===== config.mk =====
export PLATFORM = sky130hd
export DESIGN_NAME = alu_ops_config_loader
export DESIGN_NICKNAME = d
export VERILOG_FILES = /design/src/verilog/alu_ops_pkg.sv /design/src/verilog/setup_word_if.sv /design/src/verilog/packet_fifo.sv /design/src/verilog/setup_filter.sv /design/src/verilog/config_sequencer.sv /design/src/verilog/config_field_decoder.sv /design/src/verilog/alu_ops_config_loader.sv
export SDC_FILE = /design/constraint.sdc
export NUM_CORES = 1
export LEC_CHECK = 0
export ABC_AREA = 1
export BUFFER_PORTS_ARGS = -buffer_cell sky130_fd_sc_hd__clkbuf_2
export CAP_MARGIN = 40
export CORE_ASPECT_RATIO = 0.75
export CORE_MARGIN = 8
export CORE_UTILIZATION = 50
export DETAILED_ROUTE_END_ITERATION = 8
export PLACE_DENSITY_LB_ADDON = 0.15
export SLEW_MARGIN = 30
export SYNTH_ARGS = -nofsm -noshare
export SYNTH_HDL_FRONTEND = slang
export SYNTH_SLANG_ARGS = --single-unit

===== constraint.sdc =====
create_clock -name ap_clk -period 11.5 [get_ports ap_clk]
set_input_delay 1.725 -clock ap_clk [delete_from_list [all_inputs] [get_ports ap_clk]]
set_output_delay 1.725 -clock ap_clk [all_outputs]
set_load 0.005 [all_outputs]

===== src/verilog/alu_ops_pkg.sv =====
/*
 * Shared definitions for the ALU-ops configuration loader
 * Widths and FIFO sizing, buffer class and opcode enums,
 * sequencer states, FIFO entry and configuration structs
 */

package alu_ops_pkg;

    // --------------------
    // Widths and sizing
    // --------------------
    localparam int DATA_W          = 32;
    localparam int OFFSET_W        = 16;
    localparam int SHIFT_W         = 4;
    localparam int CFG_WORD_COUNT  = 6;
    localparam int WORD_INDEX_W    = 3;
    localparam int NUM_FIELDS      = 4;
    localparam int OPS_MASK_W      = NUM_FIELDS * NUM_FIELDS;
    localparam int ID_W            = 2;
    localparam int IN_FIFO_DEPTH   = 16;
    localparam int OUT_FIFO_DEPTH  = 8;
    localparam int OUT_PROG_THRESH = 6;

    // --------------------
    // Enums
    // --------------------
    typedef enum logic [2:0] {
        BUF_INVALID,
        BUF_CU_SETUP,
        BUF_ENGINE_SETUP,
        BUF_EDGE_DATA,
        BUF_VERTEX_DATA
    } buffer_class_t;

    typedef enum logic [2:0] {
        ALU_NOP,
        ALU_ADD,
        ALU_SUB,
        ALU_MUL,
        ALU_ACC,
        ALU_DIV,
        ALU_GT,
        ALU_EQ
    } alu_operation_t;

    typedef enum logic [1:0] {
        SEQ_IDLE,
        SEQ_COLLECT,
        SEQ_COMMIT
    } seq_state_t;

    // --------------------
    // Structs
    // --------------------
    // Input FIFO entry, index relative to the engine window
    typedef struct packed {
        logic [WORD_INDEX_W-1:0] index;
        logic [DATA_W-1:0]       data;
    } setup_word_t;

    typedef struct packed {
        logic [ID_W-1:0] id_cu;
        logic [ID_W-1:0] id_bundle;
        logic [ID_W-1:0] id_lane;
        logic [ID_W-1:0] id_engine;
        logic [ID_W-1:0] id_module;
        logic [ID_W-1:0] id_buffer;
    } alu_dest_t;

    typedef struct packed {
        alu_operation_t        alu_operation;
        logic [NUM_FIELDS-1:0] alu_mask;
        logic [NUM_FIELDS-1:0] const_mask;
        logic [DATA_W-1:0]     const_value;
        logic [OPS_MASK_W-1:0] ops_mask;
        alu_dest_t             dest;
    } alu_ops_config_t;

endpackage


===== src/verilog/setup_word_if.sv =====
/*
 * Setup word bus between sequencer and field decoder
 * Load strobe, slot index, data word and clear
 */
`timescale 1ns/1ns

interface setup_word_if;
    import alu_ops_pkg::*;

    logic                    load;
    logic [WORD_INDEX_W-1:0] index;
    logic [DATA_W-1:0]       data;
    // Start of a new configuration
    logic                    clear;

    modport sequencer (
        output load, index, data, clear
    );

    modport decoder (
        input load, index, data, clear
    );

endinterface


===== src/verilog/packet_fifo.sv =====
/*
 * Synchronous FIFO
 * Show-ahead read port, empty, full and programmable-full flags
 */
`timescale 1ns/1ns

module packet_fifo #(
    parameter int width       = 8,
    parameter int depth       = 16,
    parameter int prog_thresh = 12
) (
    input  logic             ap_clk,
    input  logic             areset_alu_ops_generator,
    input  logic             push,
    input  logic             pop,
    input  logic [width-1:0] din,
    output logic [width-1:0] dout,
    output logic             empty,
    output logic             full,
    output logic             prog_full
);

    logic [width-1:0]           mem [depth];
    logic [$clog2(depth)-1:0]   wr_ptr;
    logic [$clog2(depth)-1:0]   rd_ptr;
    logic [$clog2(depth+1)-1:0] count;
    logic                       do_push;
    logic                       do_pop;

    // Push while full and pop while empty are dropped
    assign do_push = push & ~full;
    assign do_pop  = pop & ~empty;

    always_ff @(posedge ap_clk) begin
        if (do_push) begin
            mem[wr_ptr] <= din;
        end
    end

    // --------------------
    // Pointers and count
    // --------------------
    always_ff @(posedge ap_clk) begin
        if (areset_alu_ops_generator) begin
            wr_ptr <= '0;
            rd_ptr <= '0;
            count  <= '0;
        end else begin
            if (do_push) begin
                wr_ptr <= (int'(wr_ptr) == depth - 1) ? '0 : wr_ptr + 1'b1;
            end
            if (do_pop) begin
                rd_ptr <= (int'(rd_ptr) == depth - 1) ? '0 : rd_ptr + 1'b1;
            end
            case ({do_push, do_pop})
                2'b10:   count <= count + 1'b1;
                2'b01:   count <= count - 1'b1;
                default: count <= count;
            endcase
        end
    end

    // Head entry visible whenever not empty
    assign dout      = mem[rd_ptr];
    assign empty     = (count == '0);
    assign full      = (int'(count) == depth);
    assign prog_full = (int'(count) >= prog_thresh);

endmodule


===== src/verilog/setup_filter.sv =====
/*
 * Response input stage
 * Registers the response, derives its sequence number and
 * pushes setup words inside the engine window with their index
 */
`timescale 1ns/1ns

module setup_filter #(
    parameter int unsigned seq_base = 0
) (
    input  logic                       ap_clk,
    input  logic                       areset_alu_ops_generator,
    input  logic                       resp_valid,
    input  alu_ops_pkg::buffer_class_t resp_buffer,
    input  logic [alu_ops_pkg::OFFSET_W-1:0] resp_offset,
    input  logic [alu_ops_pkg::SHIFT_W-1:0]  resp_shift,
    input  logic [alu_ops_pkg::DATA_W-1:0]   resp_data,
    output logic                       push,
    output alu_ops_pkg::setup_word_t   word
);
    import alu_ops_pkg::*;

    logic                valid_q;
    buffer_class_t       buffer_q;
    logic [OFFSET_W-1:0] offset_q;
    logic [SHIFT_W-1:0]  shift_q;
    logic [DATA_W-1:0]   data_q;
    logic [OFFSET_W-1:0] seq_num;
    logic [OFFSET_W-1:0] seq_rel;
    logic                is_setup;
    logic                in_window;

    always_ff @(posedge ap_clk) begin
        if (areset_alu_ops_generator) begin
            valid_q <= 1'b0;
        end else begin
            valid_q <= resp_valid;
        end
    end

    always_ff @(posedge ap_clk) begin
        buffer_q <= resp_buffer;
        offset_q <= resp_offset;
        shift_q  <= resp_shift;
        data_q   <= resp_data;
    end

    assign seq_num = offset_q >> shift_q;
    assign seq_rel = seq_num - OFFSET_W'(seq_base);

    // Only CU and engine setup classes carry configuration words
    assign is_setup  = (buffer_q == BUF_CU_SETUP) || (buffer_q == BUF_ENGINE_SETUP);
    assign in_window = (seq_num >= OFFSET_W'(seq_base)) && (seq_rel < OFFSET_W'(CFG_WORD_COUNT));

    assign push       = valid_q & is_setup & in_window;
    assign word.index = seq_rel[WORD_INDEX_W-1:0];
    assign word.data  = data_q;

endmodule


===== src/verilog/config_sequencer.sv =====
/*
 * Configuration sequencer FSM
 * Pops setup words, assigns slots, clears and commits configurations
 */
`timescale 1ns/1ns

module config_sequencer (
    input  logic                     ap_clk,
    input  logic                     areset_alu_ops_generator,
    input  alu_ops_pkg::setup_word_t in_word,
    input  logic                     in_empty,
    input  logic                     out_prog_full,
    output logic                     in_pop,
    output logic                     commit,
    setup_word_if.sequencer          word_bus
);
    import alu_ops_pkg::*;

    seq_state_t              state;
    logic [WORD_INDEX_W-1:0] slot;
    logic                    start;

    // --------------------
    // Pop and slot control
    // --------------------
    // No pop during commit, the register is being pushed
    assign in_pop = ~in_empty & ~out_prog_full & (state != SEQ_COMMIT);
    assign start  = in_pop & (state == SEQ_IDLE) & (in_word.index == '0);
    assign commit = (state == SEQ_COMMIT);

    always_comb begin
        word_bus.clear = start;
        word_bus.load  = start | (in_pop & (state == SEQ_COLLECT));
        word_bus.index = slot;
        word_bus.data  = in_word.data;
    end

    // --------------------
    // State register
    // --------------------
    always_ff @(posedge ap_clk) begin
        if (areset_alu_ops_generator) begin
            state <= SEQ_IDLE;
            slot  <= '0;
        end else begin
            case (state)
                SEQ_IDLE: begin
                    // Words without index 0 are dropped here
                    if (start) begin
                        slot  <= WORD_INDEX_W'(1);
                        state <= SEQ_COLLECT;
                    end
                end
                SEQ_COLLECT: begin
                    if (in_pop) begin
                        slot <= slot + 1'b1;
                        if (slot == WORD_INDEX_W'(CFG_WORD_COUNT - 1)) begin
                            state <= SEQ_COMMIT;
                        end
                    end
                end
                SEQ_COMMIT: begin
                    slot  <= '0;
                    state <= SEQ_IDLE;
                end
                default: begin
                    slot  <= '0;
                    state <= SEQ_IDLE;
                end
            endcase
        end
    end

endmodule


===== src/verilog/config_field_decoder.sv =====
/*
 * Configuration field decoder
 * Holds the configuration register and writes one slot per load
 */
`timescale 1ns/1ns

module config_field_decoder (
    input  logic                         ap_clk,
    input  logic                         areset_alu_ops_generator,
    setup_word_if.decoder                word_bus,
    output alu_ops_pkg::alu_ops_config_t alu_config
);
    import alu_ops_pkg::*;

    alu_ops_config_t cfg;
    alu_ops_config_t cfg_next;

    // --------------------
    // Slot field unpacking
    // --------------------
    always_comb begin
        cfg_next = word_bus.clear ? '0 : cfg;
        if (word_bus.load) begin
            case (word_bus.index)
                WORD_INDEX_W'(0): begin
                    cfg_next.alu_operation = alu_operation_t'(word_bus.data[2:0]);
                end
                WORD_INDEX_W'(1): begin
                    cfg_next.alu_mask       = word_bus.data[NUM_FIELDS-1:0];
                    cfg_next.dest.id_module = word_bus.data[NUM_FIELDS +: ID_W];
                    cfg_next.dest.id_engine = word_bus.data[NUM_FIELDS + ID_W +: ID_W];
                end
                WORD_INDEX_W'(2): begin
                    cfg_next.const_mask = word_bus.data[NUM_FIELDS-1:0];
                end
                WORD_INDEX_W'(3): begin
                    cfg_next.const_value = word_bus.data;
                end
                WORD_INDEX_W'(4): begin
                    cfg_next.ops_mask = word_bus.data[OPS_MASK_W-1:0];
                end
                WORD_INDEX_W'(5): begin
                    // Destination CU, bundle, lane, buffer from the low byte
                    cfg_next.dest.id_cu     = word_bus.data[0 +: ID_W];
                    cfg_next.dest.id_bundle = word_bus.data[ID_W +: ID_W];
                    cfg_next.dest.id_lane   = word_bus.data[2*ID_W +: ID_W];
                    cfg_next.dest.id_buffer = word_bus.data[3*ID_W +: ID_W];
                end
                default: begin
                    cfg_next = cfg_next;
                end
            endcase
        end
    end

    always_ff @(posedge ap_clk) begin
        if (areset_alu_ops_generator) begin
            cfg <= '0;
        end else if (word_bus.clear || word_bus.load) begin
            cfg <= cfg_next;
        end
    end

    assign alu_config = cfg;

endmodule


===== src/verilog/alu_ops_config_loader.sv =====
/*
 * ALU-ops configuration loader top level
 * Setup filter, input FIFO, sequencer, field decoder, output FIFO
 */
`timescale 1ns/1ns

module alu_ops_config_loader #(
    parameter int unsigned seq_base = 0
) (
    input  logic                             ap_clk,
    input  logic                             areset_alu_ops_generator,
    input  logic                             resp_valid,
    input  alu_ops_pkg::buffer_class_t       resp_buffer,
    input  logic [alu_ops_pkg::OFFSET_W-1:0] resp_offset,
    input  logic [alu_ops_pkg::SHIFT_W-1:0]  resp_shift,
    input  logic [alu_ops_pkg::DATA_W-1:0]   resp_data,
    input  logic                             config_pop,
    output logic                             config_valid,
    output alu_ops_pkg::alu_ops_config_t     alu_config
);
    import alu_ops_pkg::*;

    logic            in_push;
    setup_word_t     in_din;
    setup_word_t     in_dout;
    logic            in_pop;
    logic            in_empty;
    logic            commit;
    logic            out_empty;
    logic            out_prog_full;
    alu_ops_config_t cfg_assembled;

    setup_word_if u_setup_word_if ();

    // --------------------
    // Input side
    // --------------------
    setup_filter #(
        .seq_base (seq_base)
    ) u_setup_filter (
        .ap_clk                   (ap_clk),
        .areset_alu_ops_generator (areset_alu_ops_generator),
        .resp_valid               (resp_valid),
        .resp_buffer              (resp_buffer),
        .resp_offset              (resp_offset),
        .resp_shift               (resp_shift),
        .resp_data                (resp_data),
        .push                     (in_push),
        .word                     (in_din)
    );

    // Full input FIFO drops words, the stream has no ready
    packet_fifo #(
        .width       ($bits(setup_word_t)),
        .depth       (IN_FIFO_DEPTH),
        .prog_thresh (IN_FIFO_DEPTH)
    ) u_in_fifo (
        .ap_clk                   (ap_clk),
        .areset_alu_ops_generator (areset_alu_ops_generator),
        .push                     (in_push),
        .pop                      (in_pop),
        .din                      (in_din),
        .dout                     (in_dout),
        .empty                    (in_empty),
        .full                     (),
        .prog_full                ()
    );

    // --------------------
    // Control and datapath
    // --------------------
    config_sequencer u_config_sequencer (
        .ap_clk                   (ap_clk),
        .areset_alu_ops_generator (areset_alu_ops_generator),
        .in_word                  (in_dout),
        .in_empty                 (in_empty),
        .out_prog_full            (out_prog_full),
        .in_pop                   (in_pop),
        .commit                   (commit),
        .word_bus                 (u_setup_word_if.sequencer)
    );

    config_field_decoder u_config_field_decoder (
        .ap_clk                   (ap_clk),
        .areset_alu_ops_generator (areset_alu_ops_generator),
        .word_bus                 (u_setup_word_if.decoder),
        .alu_config               (cfg_assembled)
    );

    // --------------------
    // Output side
    // --------------------
    packet_fifo #(
        .width       ($bits(alu_ops_config_t)),
        .depth       (OUT_FIFO_DEPTH),
        .prog_thresh (OUT_PROG_THRESH)
    ) u_out_fifo (
        .ap_clk                   (ap_clk),
        .areset_alu_ops_generator (areset_alu_ops_generator),
        .push                     (commit),
        .pop                      (config_pop),
        .din                      (cfg_assembled),
        .dout                     (alu_config),
        .empty                    (out_empty),
        .full                     (),
        .prog_full                (out_prog_full)
    );

    assign config_valid = ~out_empty;

endmodule


* Yosys cells after proc, flatten, opt, wreduce, memory -nomap -nowiden
Memory sizes are Yosys's and may differ from the RTL's. A register that Yosys moved wholly into a read port is not among the register bits. Cells that the tools add are included. Widths: inputs -> output; s select.
Operators by class: $add $sub $neg 9, magnitude comparators 3, eq/ne operators 23, shift-type cells 1, multiplexer cells 31, bitwise logic cells 17, reductions and logical operators 12
Operators with widths (number):
- $mux 71 | 2
- $mux 32 | 1
- $mux 4 | 7
- $mux 3 | 7
- $ge 16x1->1 const B | 1
- $lt 16x3->1 const B | 1
- $mux 16 | 1
- $shr 16x4->16 | 1
- $add 4x1->4 const B | 3
- $eq 3x1->1 const B | 4
- $and 1x1->1 | 11
- $pmux 5 s2 | 1
- $add 3x1->3 const B | 3
- $eq 3x2->1 const B | 3
- $eq 4x1->1 const B | 2
- $mux 2 | 4
- $pmux 4 s2 | 1
- $eq 2x1->1 const B | 3
- $eq 2x2->1 const B | 3
- $eq 3x3->1 const B | 2
- $logic_not 3->1 | 2
- $mux 6 | 1
- $ne 2x1->1 const B | 3
- $pmux 3 s2 | 1
- other kinds (19) | 28
Word-level totals: flip-flop bits (word level) 155, memory bits (writable) 1128, input port bits 59, output and inout bits 72, word-level logic and storage cells 122, memories 2
Memories:
- u_out_fifo.mem | depth 8, width 71, rd ports 1, clocked after Yosys merged registers in 1, write ports 1, line packet_fifo.sv:23 | logic [width-1:0] mem [depth];
- u_in_fifo.mem | depth 16, width 35, rd ports 1, clocked after Yosys merged registers in 1, write ports 1, line packet_fifo.sv:23

* Longest topological paths before layout
Gate-level depths: netlist of run 1.
depth after elaboration 9, depth in mapped cells 24, mapped depth without buffers 22

* Hierarchy
From an unflattened synthesis of run 1, not the netlist that was laid out.
Second synthesis, totals: cells, all modules 4353, area total of the unflattened synthesis 52100.0 um2
By module, submodules not included:
- packet_fifo (u_in_fifo) | instances 1, cells an instance 1907, area each 23685.2 um2, seq. area each 17156.5 um2
- packet_fifo (u_out_fifo) | instances 1, cells an instance 1692, area each 22826.9 um2, seq. area each 17316.6 um2
- config_field_decoder | instances 1, cells an instance 467, area each 3244.4 um2, seq. area each 1421.4 um2
- setup_filter | instances 1, cells an instance 200, area each 1765.4 um2, seq. area each 1121.1 um2
- config_sequencer | instances 1, cells an instance 86, area each 574.3 um2, seq. area each 100.1 um2
- alu_ops_config_loader | instances 1, cells an instance 1, area each 3.8 um2, seq. area each 0.0 um2

* Least setup slack after synthesis of run 1
OpenSTA, ideal clock, no wires.
kind register -> register, start register u_config_sequencer.state[1], end memory u_out_fifo.mem[1][0] (netlist bit) (enable), arrival time 3.875 ns, required time 11.000 ns, path slack 7.125 ns, cell stages (with the launch flop) 8, path buffers 0, path through dfxtp_1 inv_2 nor2_1 and2_1 inv_1 nor2_1 inv_1 nor2_1
Between the ends: cells in the longest elaborated chain, start to end 4
Ends and longest elaborated chain:
- from (decl) | line config_sequencer.sv:19 | seq_state_t state;
- from (signal assigned) | line config_sequencer.sv:43 | state <= SEQ_IDLE;
- from (signal assigned) | line config_sequencer.sv:51 | state <= SEQ_COLLECT;
- from (signal assigned) | line config_sequencer.sv:58 | state <= SEQ_COMMIT;
- $eq 2x2->1 | line config_sequencer.sv:29 | assign commit = (state == SEQ_COMMIT);
- $and 1x1->1 | line packet_fifo.sv:31 | assign do_push = push & ~full;
- $mux 1 | line packet_fifo.sv:35 | if (do_push) begin
- $mux 1 (implied by the code) | line packet_fifo.sv:36 | mem[wr_ptr] <= din;
- to (decl) | line packet_fifo.sv:23
No other way between the ends.

==> results of run 1 <==
-- registers in the layout, indices dropped and copies added, names as in the netlist, 2 cells and up, named ones only --
name	count
u_in_fifo.wr_ptr	4
u_out_fifo.rd_ptr	3
u_out_fifo.wr_ptr	3
u_config_sequencer.word_bus.index	3
u_in_fifo.rd_ptr	4
u_out_fifo.count	4
u_config_field_decoder.alu_config	71
u_in_fifo.mem	560
u_setup_filter.data_q	32
u_out_fifo.mem	568
u_setup_filter.offset_q	16
u_config_sequencer.state	2
u_in_fifo.count	5
u_setup_filter.shift_q	4
u_setup_filter.buffer_q	3
-- power groups by stage --
stage	logic, W	registers, W	clock network [W]
6_report	0.00291	0.00534	0.00404
5_1_grt	0.00323	0.00536	0.00428
4_1_cts	0.00287	0.00534	0.00409
3_5_place_dp	0.00286	0.00544	0
3_3_place_gp	0.00278	0.00544	0
2_1_floorplan	0.00193	0.00533	0
-- per-layer routing --
| metal | GRT usage (%) | routed length [microns] | vias up |
|---|---|---|---|
| met1 | 32.4 | 57200 | 15500 |
| met5 | 0 | 10 | - |
| met4 | 5.63 | 2950 | 2 |
| met3 | 4.16 | 8710 | 158 |
| li1 | - | - | 14700 |
| met2 | 34.0 | 55000 | 1020 |
-- critical path: stages, from the launching register on --
cell	delay (ns)
dfxtp_4	0.66
buf_4	0.71
buf_4	0.77
o21ai_0	0.20
o22ai_1	0.19
nor2_1	0.05
a31oi_1	0.46
clkbuf_2	0.22
-- stage by stage --
step / area, sq um / hold WS (ns)
2_1_floorplan: 49900 / 0.462
3_3_place_gp: 51700 / 0.485
3_5_place_dp: 52000 / 0.486
4_1_cts: 56000 / 0.502
5_1_grt: 56200 / 0.528
6_report: 56200 / 0.498
-- final timing paths --
kind                                to  depth (start not counted)
hold / removal                    flop                          2
setup reg to reg  u_in_fifo.mem[8][23]                         15
setup / recovery        alu_config[47]                          7
hold reg to reg                   flop                          2
-- layout by cell type, fill, tap and decap left out, drive strengths merged, types with 6 or more instances in the layout --
cell type  count
a21oi        128
o211ai       114
o22ai         77
ha            20
inv           81
clkbuf       301
nor2         976
o221ai        14
nand3        184
clkinv        36
buf           74
nand2        215
clkinvlp       6
a31oi         72
bufinv        11
edfxtp      1128
dfxtp        162
o21ai        574
-- final cells by class --
| cell class | instances | area share, % |
|---|---|---|
| repair buffers | 203 | 2.79 |
| inverters | 81 | 0.574 |
| clock buffers | 172 | 6.08 |
| flip-flops and latches | 1290 | 66.0 |
| well taps | 1326 | 2.95 |
| clock inverters | 53 | 1.07 |
| multi-input cells | 2403 | 20.5 |
-- cells by family after synthesis --
kind of cell | count (synthesis) | synth area share [%]
xor+xnor | 9 | 0.158
flops | 1290 | 74.4
simple gates | 1389 | 11.1
fa+ha+maj | 21 | 0.542
compound gates | 984 | 11.0
buf+inv | 339 | 2.88
==> results.json, run 1 <==
{
  "run_status": "completed",
  "synth_cell_types": 40,
  "fin_cells": 5528,
  "die_h_microns": 290,
  "tightestPinTransition_ns": 0.863,
  "multi_input_area_sq_um": 11500,
  "rsz0062_at_grt": "no",
  "route.vias.total": 31400,
  "p_seq_share_pct": 43.5,
  "wirelength_mm": 124,
  "yosys_warnings": 0,
  "period_needed_ns": 5.79,
  "final_core_util_pct": 56.7,
  "synth_seq_cells": 1290,
  "h-tree-depth": 3,
  "ios": 131,
  "drt-initial-drc-count": 2621,
  "ir_drop_mv": 0.203,
  "synthTopCellsByCount": "edfxtp_1, nor2_1, o21ai_0, nand2_1, nand3_1",
  "grt_usage_pct": 22.0,
  "cts_max_path_buffers": 3,
  "fin_crit_sh_pct": 50.4,
  "cts_root_buffer": "clkbuf_16",
  "cts_tree": "done",
  "switchingPower_w": 0.00392,
  "path_max_fanout": 75,
  "finalNetCount": 4177,
  "synth_nets": 4112,
  "antenna_found_initial": 1,
  "nFillCells": 8170,
  "crit_arrival_ns": 4.07,
  "fp.dieW_microns": 381,
  "synthDominantCellAreaShare_pct": 67.9,
  "finalHoldViolCount": 0,
  "first_pass_iters": 5,
  "synth_top_cell_by_area": "edfxtp_1",
  "leakagePower_nw": 18.9,
  "netlist_area_sq_um": 49900,
  "power_w": 0.0123,
  "synthToLayoutAreaGrowth_pct": 12.7,
  "intPower_w": 0.00837,
  "globalplace.congestion": 0.777,
  "core_area_sq_um": 99100,
  "switching_share_pct": 31.9,
  "min_from": "u_out_fifo.rd_ptr[1]",
  "cts.sinks": 1290,
  "yosys-top-cells-area": "edfxtp_1, nor2_1, dfxtp_1, o21ai_0, nand3_1",
  "synth_seq_area_share_pct": 74.4,
  "io_buffers": 130,
  "num_rows": 100,
  "synth_ff_type": "edfxtp_1",
  "first_global_vias": 30000,
  "grt-ovfl-total": 0,
  "cp-start-kind": "flop",
  "via_per_inst": 5.69,
  "place_hpwl_mm": 63.6,
  "wire_per_inst_microns": 22.4,
  "syn_inst": 4032,
  "pre_cts_ws_ns": 6.49,
  "clkPwrFrac_pct": 32.9,
  "post_cts_resized": 0,
  "hp-class": "flop to flop",
  "pwr-share-comb_pct": 23.7,
  "skew_ns": 0.0370,
  "post_cts_buffers": 0,
  "critPathRequiredTime_ns": 9.78,
  "critical_path_class": "flop to output pin",
  "yosys.cell_count.top_type": "edfxtp_1",
  "die-area_sq_um": 110000,
  "worst_slack_ns": 5.71,
  "cts_made_buffers": 118,
  "synth_edf_count": 1128,
  "drv_cap": 0,
  "reg2reg_slack_ns": 7.83,
  "dpl.cell_count": 5294,
  "setup_violations": 0,
  "grt_max_degree": 170,
  "timing.setup.tns_ns": 0,
  "antennaDiodeCount": 0,
  "drv_slew": 0,
  "power.density_nw_per_um2": 218,
  "cts.reportedPaths.clkPinSlew_ns": 0.07,
  "clock_latency_ns": 0.73,
  "drtAntennaViolNets": 0,
  "grt_pass1_wl_mm": 188,
  "drc": 0,
  "timing.rr.start": "u_setup_filter.shift_q[0]",
  "seq_area_sq_um": 37100,
  "crit_path_end_kind": "output pin",
  "cts_hold_buffers": 0,
  "start_util_pct": 50.3,
  "relSlewSlack_pct": 42.4,
  "syn_area_per_cell_sq_um": 12.4,
  "async_flop_share_pct": 0,
  "fmax_mhz": 173,
  "layout-drive-gt1-share_pct": 10.4
}
No activity file was read; power rests on OpenSTA's default activity.
==> run 2: changes to the inputs <==
- clock period: 11.5 -> 4.9 ns (I/O delays scaled with it)
==> run 2 against run 1 <==
Via count rose by 0.36%. Clock skew fell by 0.0033 ns. Sequential cell count did not move. Register-to-register slack got worse by 6.6 ns. Sequential power rose by 140%. First-iteration DRC count rose by 12%. Setup slack got worse by 4.9 ns. Die area did not move. Utilization fell by 0.070 points.
==> results.json, run 2 (synthesized netlist as in run 1, its figures left out) <==
{
  "io_buffers": 130,
  "synthToLayoutAreaGrowth_pct": 12.6,
  "route.vias.total": 31500,
  "drtAntennaViolNets": 0,
  "post_cts_resized": 0,
  "finalHoldViolCount": 0,
  "rsz0062_at_grt": "no",
  "crit_arrival_ns": 3.38,
  "drt-initial-drc-count": 2928,
  "first_pass_iters": 6,
  "intPower_w": 0.0197,
  "p_seq_share_pct": 43.5,
  "via_per_inst": 5.70,
  "cts_made_buffers": 121,
  "timing.rr.start": "u_setup_filter.shift_q[0]",
  "timing.setup.tns_ns": 0,
  "fin_cells": 5530,
  "relSlewSlack_pct": 37.1,
  "die_h_microns": 290,
  "drv_slew": 0,
  "top_register": "u_out_fifo.mem",
  "nFillCells": 8152,
  "worst_slack_ns": 0.786,
  "run_status": "completed",
  "antenna_found_initial": 1,
  "cts_tree": "done",
  "cpMaxStageDelayCell": "dfxtp_4",
  "pre_cts_ws_ns": 1.30,
  "cts_root_buffer": "clkbuf_16",
  "drc": 0,
  "path_max_fanout": 161,
  "whs_endpoint": "u_setup_filter.data_q[10]",
  "hp-class": "primary input to flop",
  "switching_share_pct": 31.6,
  "fin_crit_sh_pct": 84.0,
  "cts.reportedPaths.clkPinSlew_ns": 0.07,
  "dpl.cell_count": 5299,
  "wire_per_inst_microns": 22.1,
  "die-area_sq_um": 110000,
  "skew_ns": 0.0336,
  "wirelength_mm": 122,
  "pwr-share-comb_pct": 23.2,
  "min_path_cells": 1,
  "place_hpwl_mm": 65.4,
  "leakagePower_nw": 18.8,
  "final_common_cell": "edfxtp_1",
  "start_util_pct": 50.3,
  "clkPwrFrac_pct": 33.3,
  "cp_slowest_stage_delay_ns": 0.67,
  "multi_input_area_sq_um": 11500,
  "h-tree-depth": 3,
  "layout-drive-gt1-share_pct": 10.3,
  "fp.dieW_microns": 381,
  "critPathRequiredTime_ns": 4.16,
  "core_area_sq_um": 99100,
  "seq_area_sq_um": 37100,
  "reg2reg_slack_ns": 1.26,
  "fmax_mhz": 243,
  "tightestPinTransition_ns": 0.943,
  "cp-start-kind": "flop",
  "crit_chain": "buf_12 > o21ai_0 > o22ai_1 > nor2_1 > a31oi_1 > clkbuf_2",
  "crit_path_end_kind": "output pin",
  "period_needed_ns": 4.11,
  "post_cts_buffers": 0,
  "power.density_nw_per_um2": 513,
  "min_from": "resp_data[10]",
  "first_global_vias": 29400,
  "setup_violations": 0,
  "final_cell_mix": "edfxtp_1, nor2_1, o21ai_0",
  "globalplace.congestion": 0.800,
  "clock_latency_ns": 0.72,
  "grt_pass1_wl_mm": 185,
  "cts_max_path_buffers": 3,
  "cts.sinks": 1290,
  "grt-ovfl-total": 0,
  "ios": 131,
  "grt_max_degree": 166,
  "grt_usage_pct": 21.6,
  "cts_hold_buffers": 0,
  "r2r_end": "u_in_fifo.mem[7][26]",
  "final_core_util_pct": 56.7,
  "num_rows": 100,
  "finalNetCount": 4176,
  "ir_drop_mv": 0.448,
  "drv_cap": 0,
  "switchingPower_w": 0.00911,
  "largest_reg_flops": 568,
  "reg2reg_depth": 15,
  "critical_path_class": "flop to output pin"
}
[run 2: worst max-delay path by stage]
stage / from / end
floorplan: u_config_sequencer.state[1] / u_out_fifo.mem[1][0]
global placement: u_setup_filter.shift_q[0] / u_in_fifo.mem[7][22]
detailed placement: u_setup_filter.shift_q[0] / u_in_fifo.mem[7][22]
CTS: flop / alu_config[47]
global route: flop / alu_config[47]
finish: flop / alu_config[44]
[run 2: per-layer routing]
layer	GRT usage (%)	share of wire, %	up-vias
met4	5.02	2.2	0
met3	3.71	6.5	158
met1	33.4	48	15600
met5	0	0	-
li1	-	-	14700
met2	32.1	43	1043
[run 2: critical path, delay by kind of cell, from the launching register on]
family,cells,cell delay [ns]
buf+inv,2,0.69
flops,1,0.67
simple gates,1,0.06
compound gates,3,0.94
[run 2: area by class of cell]
type	instances	share of cell area, %
diodes	1	0.00446
clock buffers	178	6.20
clock inverters	52	1.13
inverters	81	0.573
multi-input cells	2403	20.5
flip-flops and latches	1290	66.1
well taps	1326	2.95
repair buffers	199	2.50
[run 2: power by group through the flow]
stage	clock network (W)	registers, W	logic [W]
floorplan	0	0.0125	0.00452
global placement	0	0.0128	0.00662
detailed placement	0	0.0128	0.00673
CTS	0.00977	0.0126	0.00676
global route	0.0102	0.0126	0.00742
finish	0.00960	0.0126	0.00668
[run 2: stage by stage]
step / total power [W] / hold slack, ns / area, sq um
2_1_floorplan: 0.0170 / 0.462 / 49900
3_3_place_gp: 0.0194 / 0.477 / 51900
3_5_place_dp: 0.0195 / 0.485 / 52000
4_1_cts: 0.0291 / 0.0591 / 56200
5_1_grt: 0.0302 / 0.0716 / 56200
6_report: 0.0288 / 0.114 / 56200
